==> config.mk <==
export PLATFORM = sky130hd
export DESIGN_NAME = mission_ctrl_top
export DESIGN_NICKNAME = d
export VERILOG_FILES = /design/src/hdl/nav_pkg.sv /design/src/hdl/ctrl_pkg.sv /design/src/hdl/waypoint_rom.sv /design/src/hdl/leg_timer.sv /design/src/hdl/mission_fsm.sv /design/src/hdl/mission_regs.sv /design/src/hdl/mission_ctrl_top.sv
export SDC_FILE = /design/constraint.sdc
export NUM_CORES = 1
export LEC_CHECK = 0
export BUFFER_PORTS_ARGS = -buffer_cell sky130_fd_sc_hd__buf_4
export CORE_AREA = 2 2 87 89
export CTS_CLUSTER_DIAMETER = 120
export CTS_CLUSTER_SIZE = 14
export DETAILED_ROUTE_END_ITERATION = 10
export DIE_AREA = 0 0 89 91
export PLACE_DENSITY = 0.82
export SYNTH_ARGS = -nofsm -noshare
export SYNTH_HDL_FRONTEND = slang
export SYNTH_SLANG_ARGS = --single-unit
==> constraint.sdc <==
create_clock -name clk_3125KHz -period 3.5 [get_ports clk_3125KHz]
set_input_delay 0.175 -clock clk_3125KHz [delete_from_list [all_inputs] [get_ports clk_3125KHz]]
set_output_delay 0.175 -clock clk_3125KHz [all_outputs]
set_load 0.1 [all_outputs]
==> src/hdl/nav_pkg.sv <==
`default_nettype none

package nav_pkg;

	typedef logic [4:0] node_t;     // node id on the 32-node map
	typedef logic [1:0] step_t;     // leg index inside a unit route
	typedef logic [1:0] blk_loc_t;  // where the block sits

	localparam node_t home_node = 5'd0;  // start box

	// end nodes of each unit section, in visiting order
	localparam node_t [0:2] eu_route = '{
		5'd29,
		5'd27,
		5'd24
	};

	localparam node_t [0:2] cu_route = '{
		5'd7,
		5'd5,
		5'd2
	};

	localparam node_t [0:3] ru_route = '{
		5'd19,
		5'd17,
		5'd15,
		5'd12
	};

	localparam int eu_len = 3;  // legs per route
	localparam int cu_len = 3;
	localparam int ru_len = 4;

	localparam node_t [0:3] pick_nodes = '{
		5'd22,  // location 0
		5'd10,
		5'd23,
		5'd11
	};

endpackage

`default_nettype wire

==> src/hdl/ctrl_pkg.sv <==
`default_nettype none

package ctrl_pkg;

	typedef logic [3:0] addr_t;   // apb byte offset
	typedef logic [15:0] data_t;  // apb data word
	typedef logic [15:0] cyc_t;   // leg cycle count and stall limit

	typedef enum logic [1:0] {
		unit_none,
		unit_eu,
		unit_cu,
		unit_ru
	} unit_e;

	typedef enum logic [2:0] {
		st_idle,
		st_homing,
		st_scan,
		st_pick,
		st_rectify
	} state_e;

	typedef struct packed {
		logic           cpu_start;    // high for the whole leg
		nav_pkg::node_t start_point;
		nav_pkg::node_t end_point;
	} path_req_t;

	typedef struct packed {
		logic  psel;
		logic  penable;
		logic  pwrite;
		addr_t paddr;
		data_t pwdata;
	} apb_req_t;

	typedef struct packed {
		data_t prdata;
		logic  pready;
		logic  pslverr;
	} apb_rsp_t;

	localparam addr_t reg_ctrl = 4'h0;    // bit0 enable, bit1 stall clear
	localparam addr_t reg_status = 4'h4;  // state, all_done, stall
	localparam addr_t reg_legs = 4'h8;
	localparam addr_t reg_limit = 4'hC;

	localparam cyc_t limit_reset = 16'd1000;

endpackage

`default_nettype wire

==> src/hdl/waypoint_rom.sv <==
`default_nettype none

module waypoint_rom (
	input  ctrl_pkg::unit_e   unit,
	input  nav_pkg::step_t    step,
	input  logic              pick_sel,
	input  logic              homing,
	input  nav_pkg::blk_loc_t block_location,
	output nav_pkg::node_t    target
);

	nav_pkg::node_t route_node;

	// node of the current leg inside the unit section
	always_comb begin
		route_node = nav_pkg::home_node;
		case (unit)
			ctrl_pkg::unit_eu: begin
				if (int'(step) < nav_pkg::eu_len) begin
					route_node = nav_pkg::eu_route[step];
				end
			end
			ctrl_pkg::unit_cu: begin
				if (int'(step) < nav_pkg::cu_len) begin
					route_node = nav_pkg::cu_route[step];
				end
			end
			ctrl_pkg::unit_ru: begin
				route_node = nav_pkg::ru_route[step];  // four legs cover every step
			end
			default: begin
				route_node = nav_pkg::home_node;
			end
		endcase
	end

	always_comb begin
		if (homing) begin
			target = nav_pkg::home_node;
		end else if (pick_sel) begin
			target = nav_pkg::pick_nodes[block_location];
		end else begin
			target = route_node;
		end
	end

endmodule

`default_nettype wire

==> src/hdl/leg_timer.sv <==
`default_nettype none

module leg_timer (
	input  logic           clk_3125KHz,
	input  logic           rst_n,
	input  logic           leg_active,
	input  ctrl_pkg::cyc_t stall_limit,
	input  logic           stall_clr,
	output logic           stall
);

	ctrl_pkg::cyc_t count;  // cycles spent in the running leg

	always_ff @(posedge clk_3125KHz or negedge rst_n) begin
		if (!rst_n) begin
			count <= '0;
		end else if (!leg_active) begin
			count <= '0;  // restart for the next leg
		end else if (count != '1) begin
			count <= count + 16'd1;  // hold at max on very long legs
		end
	end

	always_ff @(posedge clk_3125KHz or negedge rst_n) begin
		if (!rst_n) begin
			stall <= 1'b0;
		end else if (stall_clr) begin
			stall <= 1'b0;
		end else if (leg_active && (count == stall_limit)) begin
			stall <= 1'b1;  // sticky while the leg itself goes on
		end
	end

endmodule

`default_nettype wire

==> src/hdl/mission_fsm.sv <==
`default_nettype none

module mission_fsm (
	input  logic                clk_3125KHz,
	input  logic                rst_n,
	input  logic                enable,
	input  logic                eu_fault,
	input  logic                cu_fault,
	input  logic                ru_fault,
	input  logic                pick_block,
	input  nav_pkg::node_t      realtime_pos,
	input  nav_pkg::node_t      target,
	output ctrl_pkg::unit_e     unit,
	output nav_pkg::step_t      step,
	output logic                pick_sel,
	output ctrl_pkg::path_req_t path_req,
	output logic                leg_active,
	output logic                leg_done,
	output ctrl_pkg::state_e    state,
	output logic                all_done
);

	logic arrive;     // bot sits on the latched end node
	logic last_step;  // current leg closes the unit route
	logic leg_req;    // state wants a new leg issued

	function automatic int route_len(ctrl_pkg::unit_e u);
		case (u)
			ctrl_pkg::unit_eu: return nav_pkg::eu_len;
			ctrl_pkg::unit_cu: return nav_pkg::cu_len;
			ctrl_pkg::unit_ru: return nav_pkg::ru_len;
			default: return 0;
		endcase
	endfunction

	assign leg_active = path_req.cpu_start;
	assign pick_sel = (state == ctrl_pkg::st_pick);
	assign arrive = leg_active && (realtime_pos == path_req.end_point);
	assign last_step = (int'(step) == route_len(unit) - 1);

	always_comb begin
		case (state)
			ctrl_pkg::st_homing,
			ctrl_pkg::st_scan,
			ctrl_pkg::st_rectify: leg_req = 1'b1;
			ctrl_pkg::st_pick: leg_req = pick_block;  // wait for the pickup command
			default: leg_req = 1'b0;
		endcase
	end

	always_ff @(posedge clk_3125KHz or negedge rst_n) begin
		if (!rst_n) begin
			state <= ctrl_pkg::st_idle;
			unit <= ctrl_pkg::unit_none;
			step <= '0;
			path_req <= '0;
			leg_done <= 1'b0;
			all_done <= 1'b0;
		end else begin
			leg_done <= 1'b0;
			if (!enable) begin
				all_done <= 1'b0;  // everything else holds
			end else begin
				if (leg_active) begin
					path_req.start_point <= realtime_pos;
				end
				if (arrive) begin
					path_req.cpu_start <= 1'b0;
					leg_done <= 1'b1;
					case (state)
						ctrl_pkg::st_homing: begin
							state <= ctrl_pkg::st_idle;
							all_done <= 1'b1;
						end
						ctrl_pkg::st_scan: begin
							if (last_step) begin
								step <= '0;
								state <= ctrl_pkg::st_pick;
							end else begin
								step <= step + 2'd1;
							end
						end
						ctrl_pkg::st_pick: begin
							step <= '0;
							state <= ctrl_pkg::st_rectify;  // replay the same unit route
						end
						ctrl_pkg::st_rectify: begin
							if (last_step) begin
								step <= '0;
								unit <= ctrl_pkg::unit_none;
								state <= ctrl_pkg::st_idle;
							end else begin
								step <= step + 2'd1;
							end
						end
						default: begin
							state <= ctrl_pkg::st_idle;
						end
					endcase
				end else if (!leg_active) begin
					if (state == ctrl_pkg::st_idle) begin
						step <= '0;
						if (eu_fault) begin  // eu over cu over ru
							unit <= ctrl_pkg::unit_eu;
							state <= ctrl_pkg::st_scan;
						end else if (cu_fault) begin
							unit <= ctrl_pkg::unit_cu;
							state <= ctrl_pkg::st_scan;
						end else if (ru_fault) begin
							unit <= ctrl_pkg::unit_ru;
							state <= ctrl_pkg::st_scan;
						end else if (realtime_pos != nav_pkg::home_node) begin
							state <= ctrl_pkg::st_homing;
						end
					end else if (leg_req) begin
						path_req.cpu_start <= 1'b1;
						path_req.start_point <= realtime_pos;
						path_req.end_point <= target;
					end
				end
			end
		end
	end

endmodule

`default_nettype wire

==> src/hdl/mission_regs.sv <==
`default_nettype none

module mission_regs (
	input  logic               clk_3125KHz,
	input  logic               rst_n,
	input  ctrl_pkg::apb_req_t apb_req,
	output ctrl_pkg::apb_rsp_t apb_rsp,
	output logic               enable,
	output logic               stall_clr,
	output ctrl_pkg::cyc_t     stall_limit,
	input  ctrl_pkg::state_e   state,
	input  logic               all_done,
	input  logic               stall,
	input  logic               leg_done
);

	logic            access;   // apb access phase
	logic            addr_ok;
	logic            wr_en;
	ctrl_pkg::data_t rd_data;
	ctrl_pkg::data_t leg_count;

	assign access = apb_req.psel && apb_req.penable;
	assign wr_en = access && apb_req.pwrite && addr_ok;

	always_comb begin
		addr_ok = 1'b1;
		case (apb_req.paddr)
			ctrl_pkg::reg_ctrl: rd_data = {15'd0, enable};
			ctrl_pkg::reg_status: rd_data = {11'd0, stall, all_done, state};
			ctrl_pkg::reg_legs: rd_data = leg_count;
			ctrl_pkg::reg_limit: rd_data = stall_limit;
			default: begin
				addr_ok = 1'b0;
				rd_data = '0;
			end
		endcase
	end

	always_comb begin
		apb_rsp.prdata = (access && !apb_req.pwrite) ? rd_data : '0;
		apb_rsp.pready = 1'b1;  // no wait states
		apb_rsp.pslverr = access && !addr_ok;
	end

	always_ff @(posedge clk_3125KHz or negedge rst_n) begin
		if (!rst_n) begin
			enable <= 1'b0;
			stall_clr <= 1'b0;
			stall_limit <= ctrl_pkg::limit_reset;
		end else begin
			stall_clr <= 1'b0;  // one cycle pulse
			if (wr_en && (apb_req.paddr == ctrl_pkg::reg_ctrl)) begin
				enable <= apb_req.pwdata[0];
				stall_clr <= apb_req.pwdata[1];
			end
			if (wr_en && (apb_req.paddr == ctrl_pkg::reg_limit)) begin
				stall_limit <= apb_req.pwdata;
			end
		end
	end

	always_ff @(posedge clk_3125KHz or negedge rst_n) begin
		if (!rst_n) begin
			leg_count <= '0;
		end else if (wr_en && (apb_req.paddr == ctrl_pkg::reg_legs)) begin
			leg_count <= '0;  // any write clears
		end else if (leg_done) begin
			leg_count <= leg_count + 16'd1;  // wraps
		end
	end

endmodule

`default_nettype wire

==> src/hdl/mission_ctrl_top.sv <==
`default_nettype none

module mission_ctrl_top (
	input  logic                clk_3125KHz,
	input  logic                rst_n,
	input  ctrl_pkg::apb_req_t  apb_req,
	output ctrl_pkg::apb_rsp_t  apb_rsp,
	input  logic                eu_fault,
	input  logic                cu_fault,
	input  logic                ru_fault,
	input  logic                pick_block,
	input  nav_pkg::blk_loc_t   block_location,
	input  nav_pkg::node_t      realtime_pos,
	output ctrl_pkg::path_req_t path_req,
	output logic                all_done
);

	logic             enable;
	logic             stall_clr;
	logic             stall;
	logic             leg_active;
	logic             leg_done;
	logic             pick_sel;
	ctrl_pkg::cyc_t   stall_limit;
	ctrl_pkg::state_e state;
	ctrl_pkg::unit_e  unit;
	nav_pkg::step_t   step;
	nav_pkg::node_t   target;

	mission_regs u_regs (
		.clk_3125KHz (clk_3125KHz),
		.rst_n       (rst_n),
		.apb_req     (apb_req),
		.apb_rsp     (apb_rsp),
		.enable      (enable),
		.stall_clr   (stall_clr),
		.stall_limit (stall_limit),
		.state       (state),
		.all_done    (all_done),
		.stall       (stall),
		.leg_done    (leg_done)
	);

	mission_fsm u_fsm (
		.clk_3125KHz  (clk_3125KHz),
		.rst_n        (rst_n),
		.enable       (enable),
		.eu_fault     (eu_fault),
		.cu_fault     (cu_fault),
		.ru_fault     (ru_fault),
		.pick_block   (pick_block),
		.realtime_pos (realtime_pos),
		.target       (target),
		.unit         (unit),
		.step         (step),
		.pick_sel     (pick_sel),
		.path_req     (path_req),
		.leg_active   (leg_active),
		.leg_done     (leg_done),
		.state        (state),
		.all_done     (all_done)
	);

	waypoint_rom u_rom (
		.unit           (unit),
		.step           (step),
		.pick_sel       (pick_sel),
		.homing         (state == ctrl_pkg::st_homing),
		.block_location (block_location),
		.target         (target)
	);

	leg_timer u_timer (
		.clk_3125KHz (clk_3125KHz),
		.rst_n       (rst_n),
		.leg_active  (leg_active),
		.stall_limit (stall_limit),
		.stall_clr   (stall_clr),
		.stall       (stall)
	);

endmodule

`default_nettype wire

**Word-level counts from Yosys, hierarchy flattened**

Cells that the tools add are included.

- Bitwise logic cells: 5
- Reductions and logical operators: 29
- Eq/ne operators: 23
- Magnitude comparators: 3
- Muxes and demuxes: 63
- Add/subtract/negate cells: 4

Operators by type and width:

| kind | count |
|---|---|
| 16-bit 2-to-1 mux | 5 |
| 5-bit 2-to-1 mux | 13 |
| 16-bit one-hot mux with 4 select lines | 1 |
| 5-bit binary-select mux with 2-bit select | 4 |
| 11-bit 2-to-1 mux | 3 |
| 16-bit by 1-bit adder with 16-bit output (second input constant) | 2 |
| 3-bit by 32-bit == test with 1-bit output | 1 |
| 3-bit 2-to-1 mux | 9 |
| 2-bit 2-to-1 mux | 12 |
| 16-bit == test | 1 |
| 16-bit inequality test (second input constant) | 1 |
| 5-bit one-hot mux with 3 select lines | 1 |
| 6-bit AND reduction | 2 |
| 1-bit logical AND | 10 |
| 1-bit 2-to-1 mux | 10 |
| 10-bit 2-to-1 mux | 1 |
| 5-bit nonzero test | 2 |
| 3-bit inequality test (second input constant) | 3 |
| 3-bit one-hot mux with 3 select lines | 1 |
| 4-bit == test (second input constant) | 2 |
| 3-bit by 2-bit == test with 1-bit output (second input constant) | 2 |
| 3-bit >= comparator (second input constant) | 2 |
| 2-bit by 1-bit inequality test with 1-bit output (second input constant) | 3 |
| 2-bit inequality test (second input constant) | 3 |
| 25 further kinds | 33 |

- Bits in registers: 71
- Output and inout port bits: 30
- Logic and storage cells: 141

**Depth between registers and ports, before layout**

Gate-level depths: netlist of run 1.

- Word-level depth: 12
- Depth in mapped cells: 7

**Cells and area by module**

A second synthesis of run 1 with hierarchy kept.

- Cells, all modules: 429
- Area, all modules: 4276.6 um2

Modules (own cells, without submodules):

| module | times used | cells each | sequential area each (um2) | area an instance (um2) |
|---|---|---|---|---|
| mission_regs | 1 | 177 | 858.3 | 1813.0 |
| mission_fsm | 1 | 109 | 500.5 | 1208.7 |
| leg_timer | 1 | 118 | 425.4 | 1092.3 |
| waypoint_rom | 1 | 24 | 0.0 | 150.1 |
| mission_ctrl_top | 1 | 1 | 0.0 | 12.5 |

**Worst setup path before layout of run 1**

Ideal clock, no wire load.

- Kind: reg2out
- Start point: register u_fsm.all_done
- End point: output port apb_rsp[5] (netlist bit)
- Cell stages (with the launch flop): 3
- Buffers on the path: 0
- Path slack: 0.913 ns
- Arrival time: 2.412 ns
- Cells stage by stage: dfrtp_1 -> a22oi_1 -> nor2_1

RTL lines:

| what | RTL line | source |
|---|---|---|
| from (decl) | mission_fsm.sv:20 | `output logic all_done` |
| from (signal assigned) | mission_fsm.sv:58 | `all_done <= 1'b0;` |
| from (signal assigned) | mission_fsm.sv:62 | `all_done <= 1'b0;` |
| from (signal assigned) | mission_fsm.sv:73 | `all_done <= 1'b1;` |
| to (decl) | mission_ctrl_top.sv:7 | `output ctrl_pkg::apb_rsp_t apb_rsp,` |

**Worst setup path after layout of run 1**

- Start point: register u_fsm.unit[0]
- End point: register u_fsm.state[0]

- Longest elaborated chain between the ends: 7
- Elaborated cells between the ends (all ways): 10

RTL lines:

| what | RTL line | source |
|---|---|---|
| from (decl) | mission_fsm.sv:13 | `output ctrl_pkg::unit_e unit,` |
| from (signal assigned) | mission_fsm.sv:54 | `unit <= ctrl_pkg::unit_none;` |
| from (signal assigned) | mission_fsm.sv:90 | `unit <= ctrl_pkg::unit_none;` |
| from (signal assigned) | mission_fsm.sv:104 | `unit <= ctrl_pkg::unit_eu;` |
| 2-bit by 1-bit == test with 1-bit output / 2-bit == test (equally long branches) | mission_fsm.sv:28 | `case (u)` |
| 2-bit OR reduction (no line) | n/a |  |
| 3-bit one-hot mux with 2 select lines * | mission_fsm.sv:28 |  |
| 3-bit by 1-bit subtractor with 4-bit output * | mission_fsm.sv:39 | `assign last_step = (int'(step) == route_len(unit) - 1);` |
| 3-bit by 32-bit == test with 1-bit output * | mission_fsm.sv:39 |  |
| 3-bit inequality test (no line) | n/a |  |
| 6-bit AND reduction (no line) * | n/a |  |
| to (signal assigned) | mission_fsm.sv:53 | `state <= ctrl_pkg::st_idle;` |
| to (signal assigned) | mission_fsm.sv:72 | `state <= ctrl_pkg::st_idle;` |
| to (signal assigned) | mission_fsm.sv:78 | `state <= ctrl_pkg::st_pick;` |
| to (decl) | mission_fsm.sv:19 | `output ctrl_pkg::state_e state,` |

Every way passes the cells marked *; elsewhere a longest branch is shown, timed or not.
A chain may end at the register's enable or synchronous reset.

==> impl_metrics.ini, run 1 <==
[global_routing]
grt_max_degree = 72
grt_pass1_wl_mm = 15.7
grt_overflow = 0
grtUsageTotal = 0.248
first_global_vias = 3315
antenna_found_initial = 0

[sta]
hold_viol = 0
post-route-period-util = 0.566
setup_viol = 0
setup_tns_ps = 0
min_period_ps = 1980
tightest_slew_ps = 896
max_slew_margin = 0.403
fmax_mhz = 505
hold-worst-slack_ps = 47.8
drv_slew = 0
skew_ps = 8.21
rsz0062_at_grt = no

[finish]
num_antenna_cells = 0
fin_area_mm2 = 0.00488
fin_nets = 531
areaGrowthSynthToFinish_pct = 16.8
fin_cells = 586
drive_gt1_frac = 0.263

[die]
pin_count = 66
start_util = 0.586
die_y_um = 91
die_area_mm2 = 0.00810
row_count = 31
dieWidth_um = 89
core_area_mm2 = 0.00714

[synth]
syn-mean-instance-area_um2 = 9.83
syn_inst = 425
synth_common_cells = dfrtp_1 (65), nor2_1 (63), xor2_1 (32)
yosys_most_used_dff = dfrtp_1
synth_top_cells_by_area = dfrtp_1 (39%), mux2_2 (8.1%), xor2_1 (6.7%)
ys_types = 59
async_flop_share = 1.00
yosysMostFrequentCell = dfrtp_1
synth_warnings = 0
yosys.area.top_type = dfrtp_1
synth_edf_count = 0
ys_ff_latch = 71
netlist.area_leader.share = 0.389
yosysSeqAreaShare = 0.427
syn_nets = 474
netlist_area_mm2 = 0.00418

[drt]
vias = 3353
avgViaCountPerCell = 5.72
wl_per_cell_um = 16.5
drt-initial-drc-count = 188
finalWirelength_mm = 9.68
drt_pass1_iterations = 6
antenna_left = 0
drc = 0

[clock_network]
htree_levels = 3
clock_tree.root_cell = clkbuf_8
cts_setup_buffers = 0
path_clk_slew_ps = 70
cts_tree = yes
clk_latency_ps = 350
clockBufferDepth = 2
numCtsBuffers = 9
cts_sinks = 71

[critical_path]
required_ps = 3730
crit_path_cell_trace = inv_1 -> ha_1 -> xnor2_1 -> nor4_1 -> nor3_1 -> nor2_1 -> a311o_1
cp_max_fo = 4
crit_slowest_cell = dfrtp_1
rrSetupSlack_ps = 1520
critical_path_class = reg -> reg
max_stage_delay_ps = 410
timing.critical_path.buf_inv = 1
worst_setup_path_end_kind = register
cpLargestDelayFamily = simple AND/OR/NAND/NOR gates
critPathLaunchType = register
cp.arrival_ps = 2210

[placed_design]
placedInstanceArea_mm2 = 0.00469
io_buffers = 64
gp_congestion = 0.883
dp_cells = 569
hpwl_mm = 7.19

[min_path]
hold_path.class = in -> reg

[power_and_ir_drop]
irDropWorstVdd_mv = 0.216
p_leak_nw = 2.26
p_total_w = 0.00166
power_density_mw_per_mm2 = 339

[status]
outcome = completed

[run]
maxCapViolations = 0
[logic make-up (layout without fill, tap and decap cells)]
| group | count (synthesis) | count (layout) | share of synthesized area |
|---|---|---|---|
| xor+xnor | 45 | 45 | 0.0943 |
| simple gates | 161 | 161 | 0.202 |
| flops | 71 | 71 | 0.427 |
| other cells | 1 | 1 | 0.000897 |
| compound gates | 64 | 64 | 0.104 |
| fa+ha+maj | 13 | 13 | 0.0389 |
| buf+inv | 35 | 97 | 0.0377 |
| mux | 35 | 35 | 0.0958 |
[registers in the layout, indices dropped and copies added (netlist names)]
name / flops
u_regs.stall_limit: 16
u_fsm.path_req: 10
u_timer.stall: 1
u_fsm.step: 2
u_fsm.all_done: 1
u_regs.stall_clr: 1
u_fsm.leg_done: 1
u_regs.enable: 1
u_timer.count: 16
u_fsm.state: 3
u_fsm.unit: 2
u_regs.leg_count: 16
u_fsm.leg_active: 1
[what timing repair did]
action	CTS	global route
endpoints found under the hold margin	41	0
hold buffers	1	0
gates resized for setup	0	0
setup endpoints to repair	0	0
[report_power, final]
| part | switching, W | internal, W | total [W] |
|---|---|---|---|
| logic | 0.0000867 | 0.0000747 | 0.000161 |
| registers | 0.0000353 | 0.000848 | 0.000883 |
| clock network | 0.000296 | 0.000316 | 0.000612 |
[layout make-up]
cell class / count / area [um2]
clock inverters: 1 / 5.00
multi-input cells: 319 / 2240
clock buffers: 15 / 176
inverters: 15 / 56.3
well taps: 99 / 124
fillers: 559 / 2260
repair buffers: 66 / 498
flip-flops and latches: 71 / 1780
[final timing paths]
path / startpoint / end / cells after the start
setup reg to reg: u_fsm.unit[0] / u_fsm.state[0] / 7
hold / removal: apb_req[1] / u_regs.stall_clr / 2
hold reg to reg: u_regs.stall_clr / u_timer.stall / 1
max in group asynchronous: rst_n / u_regs.leg_count[10] / 2
min in group asynchronous: rst_n / u_timer.count[15] / 2
setup / recovery: u_fsm.unit[0] / u_fsm.state[0] / 7
[per-layer routing]
metal	GRT usage	vias to the layer above	routed length (um)	part of all wire
met4	0.102	0	247	0.026
met2	0.389	128	4470	0.46
li1	-	1621	-	-
met1	0.328	1583	4330	0.45
met5	0	-	0	0
met3	0.0582	21	631	0.065
[through the flow]
stage,setup slack [ps],util
global placement,1530,0.657
global route,1340,0.684
detailed placement,1480,0.657
floorplan,913,-
finish,1520,0.684
CTS,1540,0.684
[cells in the final DEF, fill, tap and decap left out, drive strengths merged, types with 4 or more instances in the layout]
master,netlist,layout
a21oi,14,14
dfrtp,65,65
or3,4,4
nand3,12,12
mux2i,4,4
clkbuf,9,15
nor2b,6,6
a22oi,15,15
xnor2,13,13
ha,13,13
nor2,63,63
nor3,8,8
nand2,23,23
a31oi,5,5
buf,11,65
nor4,7,7
inv,15,15
xor2,32,32
and4,4,4
mux2,30,30
o21ai,11,11
nand4,13,13
dfstp,6,6
Note: power is estimated with default switching activity, not from simulation.
==> run 2, diff against run 1 <==
--- a/config.mk
+++ b/config.mk
@@ -6,12 +6,12 @@
 export NUM_CORES = 1
 export LEC_CHECK = 0
 export BUFFER_PORTS_ARGS = -buffer_cell sky130_fd_sc_hd__buf_4
-export CORE_AREA = 2 2 87 89
+export CORE_AREA = 2 2 93 95
 export CTS_CLUSTER_DIAMETER = 120
 export CTS_CLUSTER_SIZE = 14
 export DETAILED_ROUTE_END_ITERATION = 10
-export DIE_AREA = 0 0 89 91
-export PLACE_DENSITY = 0.82
+export DIE_AREA = 0 0 95 97
+export PLACE_DENSITY = 0.76
 export SYNTH_ARGS = -nofsm -noshare
 export SYNTH_HDL_FRONTEND = slang
 export SYNTH_SLANG_ARGS = --single-unit
==> constraint.sdc (replaced) <==
create_clock -name clk_3125KHz -period 1.8 [get_ports clk_3125KHz]
set_input_delay 0.09 -clock clk_3125KHz [delete_from_list [all_inputs] [get_ports clk_3125KHz]]
set_output_delay 0.09 -clock clk_3125KHz [all_outputs]
set_load 0.1 [all_outputs]
==> impl_metrics.ini, run 2 (synthesis gave the netlist of run 1 again) <==
[status]
outcome = completed

[placed_design]
hpwl_mm = 7.65
dp_cells = 596
gp_congestion = 0.893
io_buffers = 64

[sta]
drv_slew = 0
tightest_slew_ps = 617
skew_ps = 8.10
fmax_mhz = 571
max_slew_margin = 0.589
hold_viol = 0
rsz0062_at_grt = yes
post-route-period-util = 0.974
min_period_ps = 1750
setup_viol = 0

[clock_network]
clockBufferDepth = 2
cts_sinks = 71
htree_levels = 3
path_clk_slew_ps = 80
cts_tree = yes
numCtsBuffers = 9
clock_tree.root_cell = clkbuf_8
clk_latency_ps = 350

[global_routing]
first_global_vias = 3599
grt_max_degree = 47
grtUsageTotal = 0.238
grt_pass1_wl_mm = 17.3
antenna_found_initial = 0
grt_overflow = 0

[critical_path]
worst_setup_path_end_kind = primary output
max_stage_delay_ps = 440
critical_path_class = reg -> out
critPathLaunchType = register
crit_slowest_cell = mux4_2
cp_max_fo = 3
crit_path_cell_trace = buf_6 -> mux4_2 -> nor2b_4 -> buf_12
required_ps = 1710
cp.arrival_ps = 1660

[finish]
final_cell_mix = buf_4 (90), dfrtp_1 (58), nor2_1 (52)
areaGrowthSynthToFinish_pct = 30.3
drive_gt1_frac = 0.341
fin_util = 0.669
reg_top3 = u_regs.leg_count: 16 flops, u_regs.stall_limit: 16 flops, u_timer.count: 16 flops
fin_cells = 641
final_common_cell = buf_4
fin_nets = 580
num_antenna_cells = 0

[min_path]
hold_path.class = in -> reg

[power_and_ir_drop]
power_density_mw_per_mm2 = 603
p_leak_nw = 2.50
irDropWorstVdd_mv = 0.533

[drt]
wl_per_cell_um = 16.4
drt_pass1_iterations = 5
finalWirelength_mm = 10.5
avgViaCountPerCell = 5.67
vias = 3632
antenna_left = 0
drc = 0
drt-initial-drc-count = 169

[die]
die_y_um = 97
dieWidth_um = 95
core_area_mm2 = 0.00813
row_count = 33
die_area_mm2 = 0.00922
pin_count = 66
start_util = 0.514

[run]
maxCapViolations = 0
## run 2: routing by layer
metal	part of all wire	GRT usage	vias up
met5	0	0	-
met4	0.012	0.0658	0
met3	0.073	0.0545	12
met2	0.50	0.398	135
met1	0.42	0.307	1765
li1	-	-	1720
## run 2: layout make-up
class                   count  area (um2)
inverters                  15        56.3
flip-flops and latches     71        1800
well taps                 105         131
clock inverters             5        32.5
repair buffers            115         947
clock buffers              11         151
multi-input cells         319        2330
fillers                   632        2690
## run 2: critical path, delay by kind of cell, from the launching register on
| kind | cells | cell delay [ps] |
|---|---|---|
| muxes | 1 | 440 |
| DFF | 1 | 420 |
| buffers and inverters | 2 | 300 |
| and+or+nand+nor | 1 | 140 |
## run 2: worst paths after layout
kind,from,to,slack [ps],cells past startpoint
max,u_fsm.state[0],apb_rsp[2],50,4
min,eu_fault,u_fsm.unit[1],60,3
max reg2reg,u_fsm.unit[1],u_fsm.state[0],70,7
min reg2reg,u_regs.stall_clr,u_timer.stall,480,1
max in group asynchronous,rst_n,u_regs.stall_limit[7],870,3
min in group asynchronous,rst_n,u_timer.count[15],310,2
## run 2: report_power, final
group | switching (W) | internal [W]
sequential | 0.0000670 | 0.00165
clock | 0.000622 | 0.000570
combinational | 0.000191 | 0.000186
total | 0.000880 | 0.00240
## run 2: stage by stage
step / setup TNS [ps] / total power (W) / setup slack, ps / hold WS, ps / area (um2)
after floorplan: -3530 / 0.00192 / -353 / -206 / 4250
after global placement: 0 / 0.00207 / 73.7 / 138 / 4940
after detailed placement: 0 / 0.00208 / 4.19 / 142 / 4940
after CTS: 0 / 0.00331 / 0.512 / 0.972 / 5360
after global routing: -125 / 0.00343 / -83.4 / 61.4 / 5450
final: 0 / 0.00328 / 47.6 / 61.7 / 5450
## run 2: what timing repair did
item                                    4_1_cts  5_1_grt
pin swaps                                     1        7
endpoints found under the setup margin        2       20
hold endpoints to repair                     65        1
hold buffers                                 21        1
resized for setup                             4       10
setup buffers                                 2        5
==> run 3, diff against run 2 <==
--- a/config.mk
+++ b/config.mk
@@ -6,12 +6,12 @@
 export NUM_CORES = 1
 export LEC_CHECK = 0
 export BUFFER_PORTS_ARGS = -buffer_cell sky130_fd_sc_hd__buf_4
-export CORE_AREA = 2 2 93 95
+export CORE_AREA = 2 2 83 93
 export CTS_CLUSTER_DIAMETER = 120
 export CTS_CLUSTER_SIZE = 14
 export DETAILED_ROUTE_END_ITERATION = 10
-export DIE_AREA = 0 0 95 97
-export PLACE_DENSITY = 0.76
+export DIE_AREA = 0 0 85 95
+export PLACE_DENSITY = 0.82
 export SYNTH_ARGS = -nofsm -noshare
 export SYNTH_HDL_FRONTEND = slang
 export SYNTH_SLANG_ARGS = --single-unit
==> constraint.sdc (replaced) <==
create_clock -name clk_3125KHz -period 2.13 [get_ports clk_3125KHz]
set_input_delay 0.1065 -clock clk_3125KHz [delete_from_list [all_inputs] [get_ports clk_3125KHz]]
set_output_delay 0.1065 -clock clk_3125KHz [all_outputs]
set_load 0.1 [all_outputs]
==> impl_metrics.ini, run 3 (synthesis gave the netlist of run 1 again) <==
[critical_path]
reg2reg_from = u_timer.count[0]
cp-endpoint = u_timer.count[5]
critPathLaunchType = register
crit_start = u_timer.count[0]
cp_max_fo = 5
worstReg2RegEnd = u_timer.count[5]
critical_path_class = reg -> reg
rrSetupSlack_ps = 210
required_ps = 2360
worst_setup_path_end_kind = register
cp.arrival_ps = 2160
ff2ff_path_depth = 6

[drt]
antenna_left = 0
drt_pass1_iterations = 5
wl_per_cell_um = 16.5
vias = 3485
drt-initial-drc-count = 207
drc = 0
avgViaCountPerCell = 5.87
finalWirelength_mm = 9.78

[placed_design]
dp_cells = 562
gp_congestion = 0.857
io_buffers = 64
placedInstanceArea_mm2 = 0.00471
hpwl_mm = 7.13

[global_routing]
grtUsageTotal = 0.251
grt_max_degree = 72
first_global_vias = 3402
antenna_found_initial = 0
grt_overflow = 0
grt_pass1_wl_mm = 15.9

[finish]
fin_cells = 594
drive_gt1_frac = 0.266
final_cell_mix = buf_4 (70), dfrtp_1 (65), nor2_1 (62)
fin_area_mm2 = 0.00505
num_antenna_cells = 0
reg_top3 = u_regs.leg_count: 16 flops, u_regs.stall_limit: 16 flops, u_timer.count: 16 flops
nFillCells = 555
areaGrowthSynthToFinish_pct = 20.9
final_common_cell = buf_4
fin_nets = 551

[die]
row_count = 33
core_area_mm2 = 0.00723
start_util = 0.578
pin_count = 66
die_area_mm2 = 0.00808
die_y_um = 95
dieWidth_um = 85

[clock_network]
numCtsBuffers = 9
clk_latency_ps = 340
clockBufferDepth = 2
clock_tree.root_cell = clkbuf_8
cts_sinks = 71
htree_levels = 3
cts_resized = 0
path_clk_slew_ps = 70
cts_tree = yes

[min_path]
hold_path.class = in -> reg

[sta]
drv_slew = 0
skew_ps = 11.2
setup_viol = 0
min_period_ps = 1920
tightest_slew_ps = 893
max_slew_margin = 0.405
hold_viol = 0
fmax_mhz = 520
rsz0062_at_grt = no
post-route-period-util = 0.904

[power_and_ir_drop]
p_int_w = 0.00202
power_density_mw_per_mm2 = 536
switching_share = 0.254
p_clk_frac = 0.356
irDropWorstVdd_mv = 0.348
power_frac_comb = 0.108
seqPwrFrac = 0.536
p_sw_w = 0.000686
p_leak_nw = 2.35
p_total_w = 0.00271

[status]
outcome = completed

[run]
maxCapViolations = 0
run 3: cell count changes in the layout (fill, tap and decap cells not counted), moves of 3 or more:
cell | before | now
nor2_1 | 52 | 62
dlygate4sd3_1 | 22 | 16
dfrtp_4 | 3 | 0
dfrtp_1 | 58 | 65
nor2_2 | 6 | 1
buf_4 | 90 | 70
dfrtp_2 | 4 | 0
nor2_4 | 5 | 0
run 3: final cells by class:
cell class,instances,area (um2),share of cell area
Multi-Input combinational cell,319,2240,0.443
Clock inverter,3,17.5,0.00347
Sequential cell,71,1780,0.353
Timing Repair Buffer,86,686,0.136
Inverter,15,56.3,0.0111
Tap cell,87,109,0.0216
Clock buffer,13,159,0.0315
run 3: how the worst min path moves through the flow:
stage	endpoint	slack, ps	cells past startpoint	from
global placement	u_timer.count[12]	280	1	rst_n
detailed placement	u_regs.stall_limit[11]	290	1	rst_n
CTS	u_regs.stall_limit[4]	3	2	apb_req[4]
floorplan	u_fsm.all_done	-190	0	rst_n
finish	u_regs.stall_limit[4]	10	2	apb_req[4]
global route	u_regs.stall_limit[4]	6	2	apb_req[4]
run 3: per-stage QoR:
stage	setup slack, ps	TNS, ps	hold slack, ps	utilization
after global routing	28.5	0	6.25	0.699
final	205	0	14.7	0.699
after global placement	298	0	276	0.652
after CTS	207	0	3.38	0.699
after floorplan	-257	-2900	-189	-
after detailed placement	210	0	291	0.652
run 3: power by group through the flow:
stage               clock [W]  sequential, W  combinational (W)
detailed placement          0        0.00147           0.000269
global placement            0        0.00147           0.000261
floorplan                   0        0.00145           0.000163
global route          0.00104        0.00145           0.000326
CTS                  0.000986        0.00145           0.000294
finish               0.000964        0.00145           0.000292
run 3: per-layer routing:
layer | global-route usage | up-vias | share of wire
met5 | 0 | - | 0
met4 | 0.0952 | 0 | 0.022
met3 | 0.0507 | 17 | 0.065
met2 | 0.428 | 139 | 0.50
met1 | 0.314 | 1672 | 0.41
li1 | - | 1657 | -
run 3: timing repair:
action | CTS | global route
hold buffers | 16 | 0
endpoints found under the hold margin | 81 | 0
buffers inserted | 0 | 0
run 3: critical path, cell delays in order, from the launching register on:
cell and delay [ps]:
dfrtp_1 440, ha_1 250, nand4_1 340, nor4_4 510, nor2_1 100, xnor2_1 140
nor2_1 50
